<file path="config.mk">
export PLATFORM = sky130hd
export DESIGN_NAME = spi_flash_ctrl
export DESIGN_NICKNAME = d
export VERILOG_FILES = /design/src/flash_pkg.sv /design/src/flash_seq.sv /design/src/flash_shift.sv /design/src/spi_flash_ctrl.sv
export SDC_FILE = /design/constraint.sdc
export NUM_CORES = 1
export LEC_CHECK = 0
export BUFFER_PORTS_ARGS = -buffer_cell sky130_fd_sc_hd__buf_2
export CELL_PAD_IN_SITES_DETAIL_PLACEMENT = 2
export CELL_PAD_IN_SITES_GLOBAL_PLACEMENT = 2
export CORE_MARGIN = 1
export CORE_UTILIZATION = 36
export DETAILED_ROUTE_END_ITERATION = 6
export HOLD_SLACK_MARGIN = 0.15
export PLACE_DENSITY_LB_ADDON = 0.08
export SYNTH_ARGS = -nofsm -noshare
export SYNTH_HDL_FRONTEND = slang
export SYNTH_SLANG_ARGS = --single-unit
</file>
<file path="constraint.sdc">
create_clock -name i_clk -period 3.92 [get_ports i_clk]
set_clock_uncertainty 0.2 [all_clocks]
set_input_delay 0.392 -clock i_clk [delete_from_list [all_inputs] [get_ports i_clk]]
set_output_delay 0.392 -clock i_clk [all_outputs]
set_load 0.01 [all_outputs]
</file>
<file path="src/flash_pkg.sv">
// SPI flash controller definitions
`default_nettype none

package flash_pkg;

	////////////////////////////////////////////////////////////
	// Flash opcodes
	////////////////////////////////////////////////////////////

	// Only the slow single-bit read is issued by the controller
	typedef enum logic [7:0]
	{
		CMD_READ = 8'h03
	} flash_cmd_e;

	////////////////////////////////////////////////////////////
	// Sequencer states
	////////////////////////////////////////////////////////////

	typedef enum logic [1:0]
	{
		ST_IDLE,
		ST_READ,
		ST_USER_IDLE,
		ST_USER_XFER
	} seq_state_e;

	// Countdown width, large enough for a full read frame
	localparam int unsigned CNT_W = 7;

	// 8 opcode + 24 address + 32 data bits, plus the capture clock
	localparam logic [CNT_W-1:0] READ_LEN = 7'd65;
	// One user byte plus its capture clock
	localparam logic [CNT_W-1:0] USER_LEN = 7'd9;

	// Bus data width
	localparam int unsigned DATA_W = 32;

endpackage

`default_nettype wire

</file>
<file path="src/flash_seq.sv">
// Flash transfer sequencer
`timescale 1ns/1ps
`default_nettype none

module flash_seq
(
	input  logic i_clk,
	input  logic i_reset,
	// Bus request side
	input  logic i_wb_cyc,
	input  logic i_wb_stb,
	input  logic i_cfg_stb,
	input  logic i_wb_we,
	// Bit 8 of the control word, high releases chip select
	input  logic i_cfg_cs_n,
	output logic o_wb_stall,
	output logic o_wb_ack,
	// SPI framing pins
	output logic o_spi_cs_n,
	output logic o_spi_sck,
	// Controls towards the shifter
	output logic o_start_read,
	output logic o_start_user,
	output logic o_capture,
	output logic o_user_mode
);
	import flash_pkg::*;

	seq_state_e       state;
	logic [CNT_W-1:0] count;
	logic             accept_mem;
	logic             accept_cfg;
	logic             read_req;
	logic             user_req;
	logic             mode_exit;
	logic             imm_req;
	logic             imm_ack;
	logic             last_cnt;

	////////////////////////////////////////////////////////////
	// Request decode
	////////////////////////////////////////////////////////////

	// A strobe is taken only while not stalled
	assign accept_mem = i_wb_cyc && i_wb_stb && !o_wb_stall;
	assign accept_cfg = i_wb_cyc && i_cfg_stb && !o_wb_stall;

	// Memory read runs a full frame unless the port is in user mode
	assign read_req  = accept_mem && !i_wb_we && !o_user_mode;
	// Control write with CS_n low sends one byte
	assign user_req  = accept_cfg && i_wb_we && !i_cfg_cs_n;
	// Control write with CS_n high leaves user mode
	assign mode_exit = accept_cfg && i_wb_we && i_cfg_cs_n;
	// Everything else is answered on the next clock
	assign imm_req   = (accept_mem || accept_cfg) && !read_req && !user_req;

	// Final clock of a running frame
	assign last_cnt = (count == CNT_W'(1));

	assign o_user_mode = (state == ST_USER_IDLE) || (state == ST_USER_XFER);

	// Mode and frame tracking
	always_ff @(posedge i_clk)
	begin
		if (i_reset)
			state <= ST_IDLE;
		else
		begin
			case (state)
			ST_IDLE:
				if (read_req)
					state <= ST_READ;
				else if (user_req)
					state <= ST_USER_XFER;
			ST_READ:
				// Abort or frame done both return to idle
				if (!i_wb_cyc || last_cnt)
					state <= ST_IDLE;
			ST_USER_IDLE:
				if (mode_exit)
					state <= ST_IDLE;
				else if (user_req)
					state <= ST_USER_XFER;
			ST_USER_XFER:
				// User mode survives a bus abort
				if (!i_wb_cyc || last_cnt)
					state <= ST_USER_IDLE;
			default:
				state <= ST_IDLE;
			endcase
		end
	end

	// Start pulses, one clock after acceptance
	always_ff @(posedge i_clk)
	begin
		if (i_reset)
		begin
			o_start_read <= 1'b0;
			o_start_user <= 1'b0;
			imm_ack      <= 1'b0;
		end
		else
		begin
			o_start_read <= read_req;
			o_start_user <= user_req;
			imm_ack      <= imm_req;
		end
	end

	////////////////////////////////////////////////////////////
	// Countdown and derived bus/SPI strobes
	////////////////////////////////////////////////////////////

	// Loaded together with the shifter, then runs down to zero
	always_ff @(posedge i_clk)
	begin
		if (i_reset || !i_wb_cyc)
			count <= '0;
		else if (o_start_read)
			count <= READ_LEN;
		else if (o_start_user)
			count <= USER_LEN;
		else if (count != '0)
			count <= count - 1'b1;
	end

	// Held from acceptance until the countdown reaches one
	always_ff @(posedge i_clk)
	begin
		if (i_reset || !i_wb_cyc)
			o_wb_stall <= 1'b0;
		else if (read_req || user_req || o_start_read || o_start_user)
			o_wb_stall <= 1'b1;
		else
			o_wb_stall <= (count > CNT_W'(1));
	end

	// One clock per bit, the last countdown step is capture only
	always_ff @(posedge i_clk)
	begin
		if (i_reset || !i_wb_cyc)
			o_spi_sck <= 1'b0;
		else
			o_spi_sck <= o_start_read || o_start_user || (count > CNT_W'(2));
	end

	// MISO is valid one clock behind the serial clock
	always_ff @(posedge i_clk)
	begin
		if (i_reset || !i_wb_cyc)
			o_capture <= 1'b0;
		else
			o_capture <= o_spi_sck;
	end

	// Frame end or the delayed immediate answer
	always_ff @(posedge i_clk)
	begin
		if (i_reset || !i_wb_cyc)
			o_wb_ack <= 1'b0;
		else
			o_wb_ack <= last_cnt || imm_ack;
	end

	// Chip select
	always_ff @(posedge i_clk)
	begin
		if (i_reset)
			o_spi_cs_n <= 1'b1;
		else if (!i_wb_cyc && !o_user_mode)
			o_spi_cs_n <= 1'b1;
		else if (read_req || user_req)
			o_spi_cs_n <= 1'b0;
		else if (mode_exit)
			o_spi_cs_n <= 1'b1;
		else if ((state == ST_READ) && last_cnt)
			// rises with the read acknowledge
			o_spi_cs_n <= 1'b1;
	end

endmodule

`default_nettype wire

</file>
<file path="src/flash_shift.sv">
// Flash command and data shifter
`timescale 1ns/1ps
`default_nettype none

module flash_shift
#(
	// Word address bits, at most 22
	parameter int ADDR_W = 22
)
(
	input  logic                        i_clk,
	// Frame starts from the sequencer
	input  logic                        i_start_read,
	input  logic                        i_start_user,
	input  logic                        i_capture,
	input  logic                        i_user_mode,
	// Request fields straight from the bus
	input  logic [ADDR_W-1:0]           i_addr,
	input  logic [7:0]                  i_byte,
	// Serial pins
	input  logic                        i_spi_miso,
	output logic                        o_spi_mosi,
	output logic [flash_pkg::DATA_W-1:0] o_wb_data
);
	import flash_pkg::*;

	logic [ADDR_W-1:0] addr_q;
	logic [7:0]        byte_q;
	logic [23:0]       byte_addr;
	logic [32:0]       shift_q;

	////////////////////////////////////////////////////////////
	// Outgoing command
	////////////////////////////////////////////////////////////

	// Bus fields sampled on the accepting edge
	// The start pulse arrives one clock later
	always_ff @(posedge i_clk)
	begin
		addr_q <= i_addr;
		byte_q <= i_byte;
	end

	// Word address to byte address, zero filled above
	assign byte_addr = 24'({addr_q, 2'b00});

	// Opcode and address leave first, trailing zero fills the data phase
	always_ff @(posedge i_clk)
	begin
		if (i_start_read)
			shift_q <= {CMD_READ, byte_addr, 1'b0};
		else if (i_start_user)
			shift_q <= {byte_q, 25'd0};
		else
			shift_q <= {shift_q[31:0], 1'b0};
	end

	// MSB first
	assign o_spi_mosi = shift_q[32];

	////////////////////////////////////////////////////////////
	// Incoming data
	////////////////////////////////////////////////////////////

	// Shifts on capture clocks only
	// In user mode the word holds just the last byte read
	always_ff @(posedge i_clk)
	begin
		if (i_capture)
		begin
			if (i_user_mode)
				o_wb_data <= {{(DATA_W-8){1'b0}}, o_wb_data[6:0], i_spi_miso};
			else
				o_wb_data <= {o_wb_data[DATA_W-2:0], i_spi_miso};
		end
		else if (i_user_mode)
			// upper bits read as zero on the control port
			o_wb_data[DATA_W-1:8] <= '0;
	end

endmodule

`default_nettype wire

</file>
<file path="src/spi_flash_ctrl.sv">
// SPI flash read controller
`timescale 1ns/1ps
`default_nettype none

module spi_flash_ctrl
#(
	// Word address width of the flash
	parameter int ADDR_W = 22
)
(
	input  logic                         i_clk,
	input  logic                         i_reset,
	// Pipelined bus slave
	input  logic                         i_wb_cyc,
	input  logic                         i_wb_stb,
	input  logic                         i_cfg_stb,
	input  logic                         i_wb_we,
	input  logic [ADDR_W-1:0]            i_wb_addr,
	input  logic [flash_pkg::DATA_W-1:0] i_wb_data,
	output logic                         o_wb_stall,
	output logic                         o_wb_ack,
	output logic [flash_pkg::DATA_W-1:0] o_wb_data,
	// SPI flash pins
	output logic                         o_spi_cs_n,
	output logic                         o_spi_sck,
	output logic                         o_spi_mosi,
	input  logic                         i_spi_miso
);

	// Sequencer to shifter
	logic start_read;
	logic start_user;
	logic capture;
	logic user_mode;

	// Decode, countdown and pin framing
	flash_seq seq_inst
	(
		.i_clk        (i_clk),
		.i_reset      (i_reset),
		.i_wb_cyc     (i_wb_cyc),
		.i_wb_stb     (i_wb_stb),
		.i_cfg_stb    (i_cfg_stb),
		.i_wb_we      (i_wb_we),
		.i_cfg_cs_n   (i_wb_data[8]),
		.o_wb_stall   (o_wb_stall),
		.o_wb_ack     (o_wb_ack),
		.o_spi_cs_n   (o_spi_cs_n),
		.o_spi_sck    (o_spi_sck),
		.o_start_read (start_read),
		.o_start_user (start_user),
		.o_capture    (capture),
		.o_user_mode  (user_mode)
	);

	// MOSI command path and MISO data word
	flash_shift
	#(
		.ADDR_W (ADDR_W)
	)
	shift_inst
	(
		.i_clk        (i_clk),
		.i_start_read (start_read),
		.i_start_user (start_user),
		.i_capture    (capture),
		.i_user_mode  (user_mode),
		.i_addr       (i_wb_addr),
		.i_byte       (i_wb_data[7:0]),
		.i_spi_miso   (i_spi_miso),
		.o_spi_mosi   (o_spi_mosi),
		.o_wb_data    (o_wb_data)
	);

endmodule

`default_nettype wire

</file>
==> run_results.csv, run 1 <==
group,metric,value,unit
status,outcome,"finished clean",
power_and_ir_drop,leakage,1.909,nW
synthesis,synth_area_leaders,"dfxtp_1 44%, edfxtp_1 28%, a22o_1 5.1%, and2_1 4.7%, nor2_1 2.5%",
synthesis,yosysWarnings,0,
finish,area_growth,30.75,%
finish,fill_cells,924,
placed_design,portBuffers,74,
hold_path,whs_path_depth,4,
sta,drv_slew,0,
synthesis,ys_seq_elements,109,
setup_path,start_kind,"input pin",
detailed_routing,dr.pass1.iters,4,
sta,fin_tns_setup,0,ns
sta,finalHoldViolCount,0,
synthesis,synth_seq_area_share,72.18,%
sta,fmax,471.3,MHz
synthesis,async_flop_share,0,%
detailed_routing,drt_wl_total,7731,µm
global_route,gr-total-overflow,0,
sta,relSlewSlack,53.87,%
global_route,grt_pass1_vias,2440,
detailed_routing,ant_nets,0,
sta,whs,0.1739,ns
clock_tree,cts_max_path_buffers,2,
clock_tree,clock_latency,0.37,ns
hold_path,holdCritPathClass,"input pin to flop",
run,drv_cap,0,
clock_tree,cts.htree.levels,3,
power_and_ir_drop,power.density,590.9,mW/mm²
setup_path,ff2ff_path_depth,5,
synthesis,netlist_area,0.003467,mm²
floorplanning,chipWidth,100.1,µm
detailed_routing,drc,0,
detailed_routing,vias_per_cell,4.571,
floorplanning,die-area,0.01003,mm²
finish,n_antenna_cell,0,
synthesis,synth_top_cell_area_share,44.46,%
setup_path,required,4.03,ns
setup_path,crit_fanout,4,
global_route,gr-usage-met1,19.45,%
setup_path,path_class,"input pin to flop",
global_route,use_met3,4.387,%
synthesis,yosys.cell_types.count,41,
floorplanning,num_rows,35,
sta,finalSetupViolations,0,
global_route,grt_usage,16.49,%
power_and_ir_drop,peakVddDrop,261.1,µV
setup_path,reg2reg_to,"seq_inst.state[1]",
global_route,met2_usage,29.19,%
setup_path,end_kind,"flop",
finish,drive_above_1_share,26.13,%
synthesis,synthesis.nets,320,
setup_path,reg2reg_slack,2.04,ns
sta,finalCritPeriodShare,54.12,%
clock_tree,cts_root_buffer,"clkbuf_8",
setup_path,worst_ep_arrival_time,2.23,ns
synthesis,ys.flop_type,"dfxtp_1",
synthesis,yosysTopAreaCell,"dfxtp_1",
global_route,grt_max_degree,36,
floorplanning,core-area,0.009284,mm²
global_route,busiest_layer,"met2",
detailed_routing,dr_total_vias,2304,
floorplanning,ios,98,
clock_tree,post-cts-setup-buffer-count,0,
finish,final_nets,435,
synthesis,synth.avg_cell_area,13.60,µm²
setup_path,reg2reg_from,"seq_inst.o_wb_stall",
placed_design,routabilityCongestion,0.7271,
clock_tree,path_clk_slew,0.11,ns
global_route,antenna_found_initial,0,
sta,min_period,2.122,ns
synthesis,synthCells,255,
setup_path,crit_path_end,"seq_inst.state[1]",
setup_path,crit_start,"i_cfg_stb",
global_route,grt_pass1_wl,12440,µm
sta,tightest_slew,0.6911,ns
detailed_routing,wl_per_cell,15.34,µm
floorplanning,die_h,100.1,µm
floorplanning,initial_utilization,37.35,%
detailed_routing,drt-initial-drc-count,37,
clock_tree,cts-buffers-inserted,9,
placed_design,hpwlAfterDp,4712,µm
clock_tree,cts_tree,"done",
synthesis,synth_edf_count,32,
sta,grt_setup_unrepaired,"false",
clock_tree,cts_sinks,109,
cell type report:
class | instances | area (µm²) | share of cell area (%)
inverter | 3 | 11.26 | 0.2484
multi-input combinational | 134 | 894.6 | 19.74
clock inverter | 7 | 86.33 | 1.904
tap | 129 | 161.4 | 3.561
sequential | 109 | 2502 | 55.20
timing repair buffer | 113 | 753.2 | 16.62
clock buffer | 9 | 123.9 | 2.733
critical path, stage by stage:
cell           delay (ns)
dlygate4sd3_1        0.53
buf_2                0.13
nand4b_1             0.18
nor2_1               0.18
nor2_1               0.06
a211oi_1             0.20
dlygate4sd3_1        0.57
power by group:
part	internal (W)	leakage [nW]	switching (W)	total [W]
Clock	0.000263	0.105	0.000427	0.000689
Sequential	0.00134	0.939	0.0000965	0.00144
Combinational	0.000256	0.865	0.000295	0.000551
Total	0.00186	1.91	0.000818	0.00268
state kept, by name (all words and copies together) (netlist names):
| name | count |
|---|---|
| seq_inst.count | 7 |
| seq_inst.state | 2 |
| seq_inst.o_wb_ack | 1 |
| shift_inst.o_wb_data | 32 |
| seq_inst.o_capture | 1 |
| seq_inst.o_start_read | 1 |
| shift_inst.byte_q | 8 |
| seq_inst.o_spi_cs_n | 1 |
| shift_inst.addr_q | 22 |
| seq_inst.o_spi_sck | 1 |
| seq_inst.o_wb_stall | 1 |
| shift_inst.shift_q | 30 |
| seq_inst.o_start_user | 1 |
| seq_inst.imm_ack | 1 |
through the flow:
stage | area (µm²) | std cells | setup WS, ns | power (W) | util [%]
6_report | 4533 | 504 | 1.798 | 0.002679 | 48.83
2_1_floorplan | 3467 | 255 | 2.451 | 0.001805 | -
5_1_grt | 4533 | 504 | 1.685 | 0.002850 | 48.83
3_5_place_dp | 3963 | 452 | 2.112 | 0.001983 | 42.68
4_1_cts | 4533 | 504 | 1.823 | 0.002712 | 48.83
3_3_place_gp | 3963 | 452 | 2.119 | 0.001963 | 42.68
logic make-up after synthesis:
logic type / synth area share, %
DFF: 72.18
muxes: 1.732
xor gates and xnor gates: 1.011
AOI/OAI and AO/OA: 8.806
buffers and inverters: 2.093
adders and majority gates: 1.444
and+or+nand+nor: 12.74
how the worst min path moves through the flow:
| stage | startpoint | end |
|---|---|---|
| after floorplan | shift_inst.addr_q[20] | shift_inst.shift_q[23] |
| after global placement | shift_inst.addr_q[20] | shift_inst.shift_q[23] |
| after detailed placement | shift_inst.byte_q[0] | shift_inst.shift_q[25] |
| after CTS | i_wb_we | seq_inst.o_start_read |
| after global routing | i_wb_we | seq_inst.o_start_read |
| final | i_wb_cyc | seq_inst.o_spi_cs_n |
metal layers:
layer | vias up | wire, µm
met4 | 0 | 69
met1 | 1137 | 3431
met2 | 39 | 4003
met3 | 6 | 227
met5 | - | 0
li1 | 1122 | -
synth_stat cells, drive strengths merged (3+ instances only):
cell	instances
nor2b	6
buf	4
ha	4
nand2	8
dfxtp	77
a22o	20
nor3	5
inv	3
mux2i	6
o21ai	4
nor2	23
a21oi	3
and2	27
nand2b	4
edfxtp	32
clkbuf	5
layout by cell type (no fill, tap or decap), types with 4 or more instances in the layout:
master,instances
nand2b_1,4
nor2_1,22
dlygate4sd3_1,36
a22o_1,20
ha_1,4
edfxtp_1,32
buf_2,74
and2_1,26
nor2b_1,6
nand2_1,8
clkbuf_8,9
dfxtp_1,77
mux2i_1,6
nor3_1,4
what timing repair did:
action / in CTS / in global routing
hold buffers: 36 / 0
resized for setup: 0 / 0
hold endpoints to repair: 36 / 0
Note: power is estimated with default switching activity, not from simulation.
==> run 2, diff against run 1 <==
- CORE_UTILIZATION: 36 -> 30
- clock period: 3.92 -> 1.9 ns (I/O delays scaled with it)
==> run_results.csv, run 2 (synthesis results as in run 1) <==
group,metric,value,unit
detailed_routing,drc,0,
floorplanning,num_rows,38,
sta,grt_setup_unrepaired,"false",
floorplanning,die-area,0.01199,mm²
detailed_routing,highest_layer,"met4",
placed_design,routabilityCongestion,0.7205,
setup_path,critPathBufInv,3,
global_route,grt_usage,13.91,%
clock_tree,cts_sinks,109,
setup_path,path_common_cell,"dlygate4sd3_1",
detailed_routing,dr.pass1.iters,4,
clock_tree,path_clk_slew,0.07,ns
global_route,antenna_found_initial,0,
finish,area_growth,35.40,%
setup_path,worstPathCellList,"dlygate4sd3_1, buf_2, nand4b_1, nor3_1, dlygate4sd3_1",
sta,finalSetupViolations,0,
global_route,grt_pass1_wl,12190,µm
clock_tree,cts_resized,0,
setup_path,required,1.98,ns
sta,drv_slew,0,
sta,fin_tns_setup,0,ns
sta,finalHoldViolCount,0,
setup_path,end_kind,"flop",
finish,finalNonFillerCells,521,
detailed_routing,dr_total_vias,2331,
global_route,grt_pass1_vias,2451,
finish,regMostFlops,"shift_inst.o_wb_data",
hold_path,holdCritPathClass,"input pin to flop",
detailed_routing,wl_met3,283,µm
finish,drive_above_1_share,26.51,%
placed_design,dp_cells,467,
global_route,grt_max_degree,26,
setup_path,path_class,"input pin to flop",
clock_tree,cts_root_buffer,"clkbuf_16",
finish,final_common_cell,"dfxtp_1",
detailed_routing,wl_per_cell,14.74,µm
finish,largest_reg_flops,32,
sta,fmax,563.7,MHz
floorplanning,ios,98,
floorplanning,core-area,0.01103,mm²
sta,relSlewSlack,61.72,%
finish,top_regs,"shift_inst.o_wb_data x32, shift_inst.shift_q x30, shift_inst.addr_q x22",
sta,tightest_slew,0.5742,ns
global_route,gr-total-overflow,0,
floorplanning,die_h,109.5,µm
setup_path,crit_path_top_delay_cell,"dlygate4sd3_1",
clock_tree,clock_latency,0.34,ns
run,drv_cap,0,
power_and_ir_drop,leakage,1.984,nW
detailed_routing,vias_per_cell,4.474,
sta,finalCritPeriodShare,93.37,%
status,outcome,"finished clean",
finish,final_cell_mix,"77 x dfxtp_1, 74 x buf_2, 38 x dlygate4sd3_1",
detailed_routing,ant_nets,0,
sta,min_period,1.774,ns
setup_path,worst_ep_arrival_time,1.86,ns
clock_tree,cts_tree,"done",
floorplanning,chipWidth,109.5,µm
placed_design,portBuffers,74,
floorplanning,initial_utilization,31.43,%
power_and_ir_drop,peakVddDrop,663.8,µV
power_and_ir_drop,power.density,1279,mW/mm²
finish,n_antenna_cell,0,
setup_path,crit_fanout,5,
finish,final_nets,441,
clock_tree,cts-buffers-inserted,9,
setup_path,start_kind,"input pin",
clock_tree,cts.htree.levels,3,
detailed_routing,drt_wl_total,7679,µm
setup_path,cpPeakStageDelay,0.56,ns
placed_design,hpwlAfterDp,4887,µm
detailed_routing,drt-initial-drc-count,42,
setup_path,cp_top_family,"buffers and inverters",
detailed_routing,met1Wirelength,3325,µm
detailed_routing,dr_wl_met2,3953,µm
clock_tree,cts_max_path_buffers,2,
-- run 2: area by class of cell --
| class | instances | area (µm²) |
|---|---|---|
| repair buffers | 119 | 803.3 |
| inverters | 3 | 11.26 |
| flip-flops and latches | 109 | 2502 |
| clock buffers | 11 | 242.7 |
| multi-input cells | 134 | 894.6 |
| well taps | 140 | 175.2 |
| fillers | 1165 | 6336 |
| clock inverters | 5 | 65.06 |
-- run 2: worst register-to-register path, cell delays in order (launching register included) --
cell	delay, ns
dfxtp_1	0.31
buf_4	0.15
nor2_1	0.13
nand2_1	0.09
dlygate4sd3_1	0.57
nor3_1	0.18
-- run 2: metrics by stage --
step / worst slack (ns) / util [%] / hold WS, ns / cell area (µm²) / total power [W]
3_3_place_gp: 0.2434 / 36.32 / 0.09180 / 4006 / 0.004080
5_1_grt: 0.04268 / 42.56 / 0.2217 / 4695 / 0.006376
2_1_floorplan: 0.4307 / - / 0.01772 / 3467 / 0.003724
6_report: 0.1260 / 42.56 / 0.2134 / 4695 / 0.006006
3_5_place_dp: 0.2015 / 36.32 / 0.09392 / 4006 / 0.004107
4_1_cts: 0.1667 / 42.56 / 0.2169 / 4695 / 0.006132
-- run 2: layer usage --
layer,up-vias,GRT usage (%)
li1,1131,-
met1,1150,15.20
met2,41,24.80
met3,9,4.090
met4,0,6.286
met5,-,0
-- run 2: final timing paths --
kind                        startpoint                     to  slack (ns)  depth (start not counted)
hold reg to reg   shift_inst.addr_q[0]  shift_inst.shift_q[3]        0.24                          1
setup / recovery              i_wb_cyc  seq_inst.o_start_user        0.13                          5
setup reg to reg     seq_inst.state[1]  seq_inst.o_start_read        0.20                          5
hold / removal                 i_wb_we      seq_inst.state[0]        0.21                          4
-- run 2: where the power goes --
part	switching [W]	internal [W]	total [W]
Combinational	0.000613	0.000537	0.00115
Clock	0.000828	0.00107	0.00190
Sequential	0.000185	0.00277	0.00296
-- run 2: timing repair --
action                    in CTS  in global routing
hold endpoints to repair      40                  0
hold buffers                  38                  0
setup buffers                  0                  0
==> run 3, diff against run 2 <==
- TNS_END_PERCENT: unset -> 1
- clock period: 1.9 -> 1.5 ns (I/O delays scaled with it)
==> run_results.csv, run 3 (synthesis results as in run 1) <==
group,metric,value,unit
status,outcome,"finished, violations left",
status,violations,"setup timing",
floorplanning,chipWidth,109.5,µm
setup_path,start_kind,"flop",
finish,final_nets,456,
hold_path,holdCritPathClass,"flop to flop",
clock_tree,path_clk_slew,0.07,ns
finish,final_cell_mix,"75 x dfxtp_1, 74 x buf_2, 37 x dlygate4sd3_1",
detailed_routing,dr.pass1.iters,4,
sta,finalSetupViolations,2,
global_route,busiest_layer,"met2",
finish,fill_cells,1127,
floorplanning,num_rows,38,
global_route,grt_pass1_wl,12310,µm
global_route,grt_max_degree,25,
floorplanning,initial_utilization,31.43,%
setup_path,required,1.57,ns
detailed_routing,drt_wl_total,8004,µm
finish,final_area,0.004828,mm²
sta,min_period,1.559,ns
clock_tree,cts_sinks,109,
power_and_ir_drop,peakVddDrop,885.7,µV
global_route,met2_usage,25.52,%
placed_design,routabilityCongestion,0.7290,
sta,fmax,641.4,MHz
clock_tree,cts_root_buffer,"clkbuf_16",
clock_tree,cts.htree.levels,3,
power_and_ir_drop,power.density,1639,mW/mm²
setup_path,path_class,"flop to flop",
finish,regMostFlops,"shift_inst.o_wb_data",
detailed_routing,drc,0,
finish,top_regs,"shift_inst.o_wb_data x32, shift_inst.shift_q x30, shift_inst.addr_q x22",
placed_design,hpwlAfterDp,5128,µm
clock_tree,cts-buffers-inserted,9,
sta,drv_slew,0,
clock_tree,clock_latency,0.34,ns
finish,multi_input_area,948.4,µm²
sta,tightest_slew,0.3436,ns
floorplanning,die-area,0.01199,mm²
power_and_ir_drop,leakage,2.057,nW
sta,finalHoldViolCount,0,
sta,finalCritPeriodShare,103.9,%
global_route,antenna_found_initial,0,
setup_path,end_kind,"flop",
global_route,gr-total-overflow,0,
placed_design,dpl_cell_area,0.004119,mm²
finish,regArea,0.002505,mm²
sta,relSlewSlack,77.09,%
clock_tree,cts_tree,"done",
detailed_routing,vias_per_cell,4.429,
finish,n_antenna_cell,0,
global_route,gr-usage-met1,15.42,%
floorplanning,core-area,0.01103,mm²
setup_path,crit_fanout,3,
detailed_routing,drt-initial-drc-count,57,
detailed_routing,ant_nets,0,
detailed_routing,dr_total_vias,2374,
setup_path,worst_ep_arrival_time,1.63,ns
global_route,grt_usage,13.89,%
clock_tree,cts_max_path_buffers,2,
finish,final_core_util,43.77,%
run,drv_cap,0,
sta,grt_setup_unrepaired,"true",
global_route,use_met3,3.794,%
sta,layout_setup_ws,-0.05899,ns
placed_design,portBuffers,74,
floorplanning,ios,98,
detailed_routing,wl_per_cell,14.93,µm
global_route,grt_pass1_vias,2570,
finish,largest_reg_flops,32,
finish,final_common_cell,"dfxtp_1",
finish,area_growth,39.26,%
floorplanning,die_h,109.5,µm
finish,drive_above_1_share,32.83,%
-- run 3: final cells by class --
class,instances,area share (%)
clock buffers,11,4.846
clock inverters,5,0.8551
inverters,3,0.2332
multi-input cells,134,19.64
flip-flops and latches,109,51.88
well taps,140,3.628
repair buffers,134,18.92
-- run 3: path summary, 6_finish.rpt --
path,startpoint,endpoint,slack [ns],cells past startpoint
max,seq_inst.count[0],seq_inst.count[3],-0.06,5
min,shift_inst.addr_q[20],shift_inst.shift_q[23],0.24,2
min reg2reg,shift_inst.addr_q[20],shift_inst.shift_q[23],0.24,2
max reg2reg,seq_inst.count[0],seq_inst.count[3],-0.06,5
-- run 3: per-layer routing --
layer	vias to the layer above	part of all wire, %
met3	10	3.3
met2	36	52
met1	1161	43
met4	0	1.1
li1	1167	-
met5	-	0
-- run 3: power breakdown --
part           switching, W  total, W  internal, W
Combinational      0.000950   0.00195     0.000999
Sequential         0.000235   0.00375      0.00351
Clock               0.00106   0.00222      0.00115
-- run 3: stage by stage --
step / std cells / setup TNS, ns / worst slack [ns] / total power (W) / hold WS (ns)
2_1_floorplan: 255 / 0 / 0.03067 / 0.004717 / -0.02228
5_1_grt: 536 / -0.4810 / -0.1077 / 0.008342 / 0.2365
3_3_place_gp: 482 / -0.1338 / -0.02941 / 0.005423 / 0.05244
3_5_place_dp: 482 / -0.4152 / -0.07692 / 0.005475 / 0.05522
4_1_cts: 536 / -0.1339 / -0.09163 / 0.007993 / 0.2195
6_report: 536 / -0.07627 / -0.05899 / 0.007915 / 0.2404
-- run 3: critical path: stages, from the launching register on --
cell	delay (ns)
dfxtp_2	0.33
buf_4	0.13
or4_4	0.52
o21ai_2	0.15
nor2_2	0.06
nor3_2	0.10
-- run 3: repair_timing --
action,CTS,global route
hold endpoints to repair,44,0
pin swaps,2,6
buffers inserted,1,0
resized for setup,9,6
endpoints found under the setup margin,8,33
hold buffers,37,0
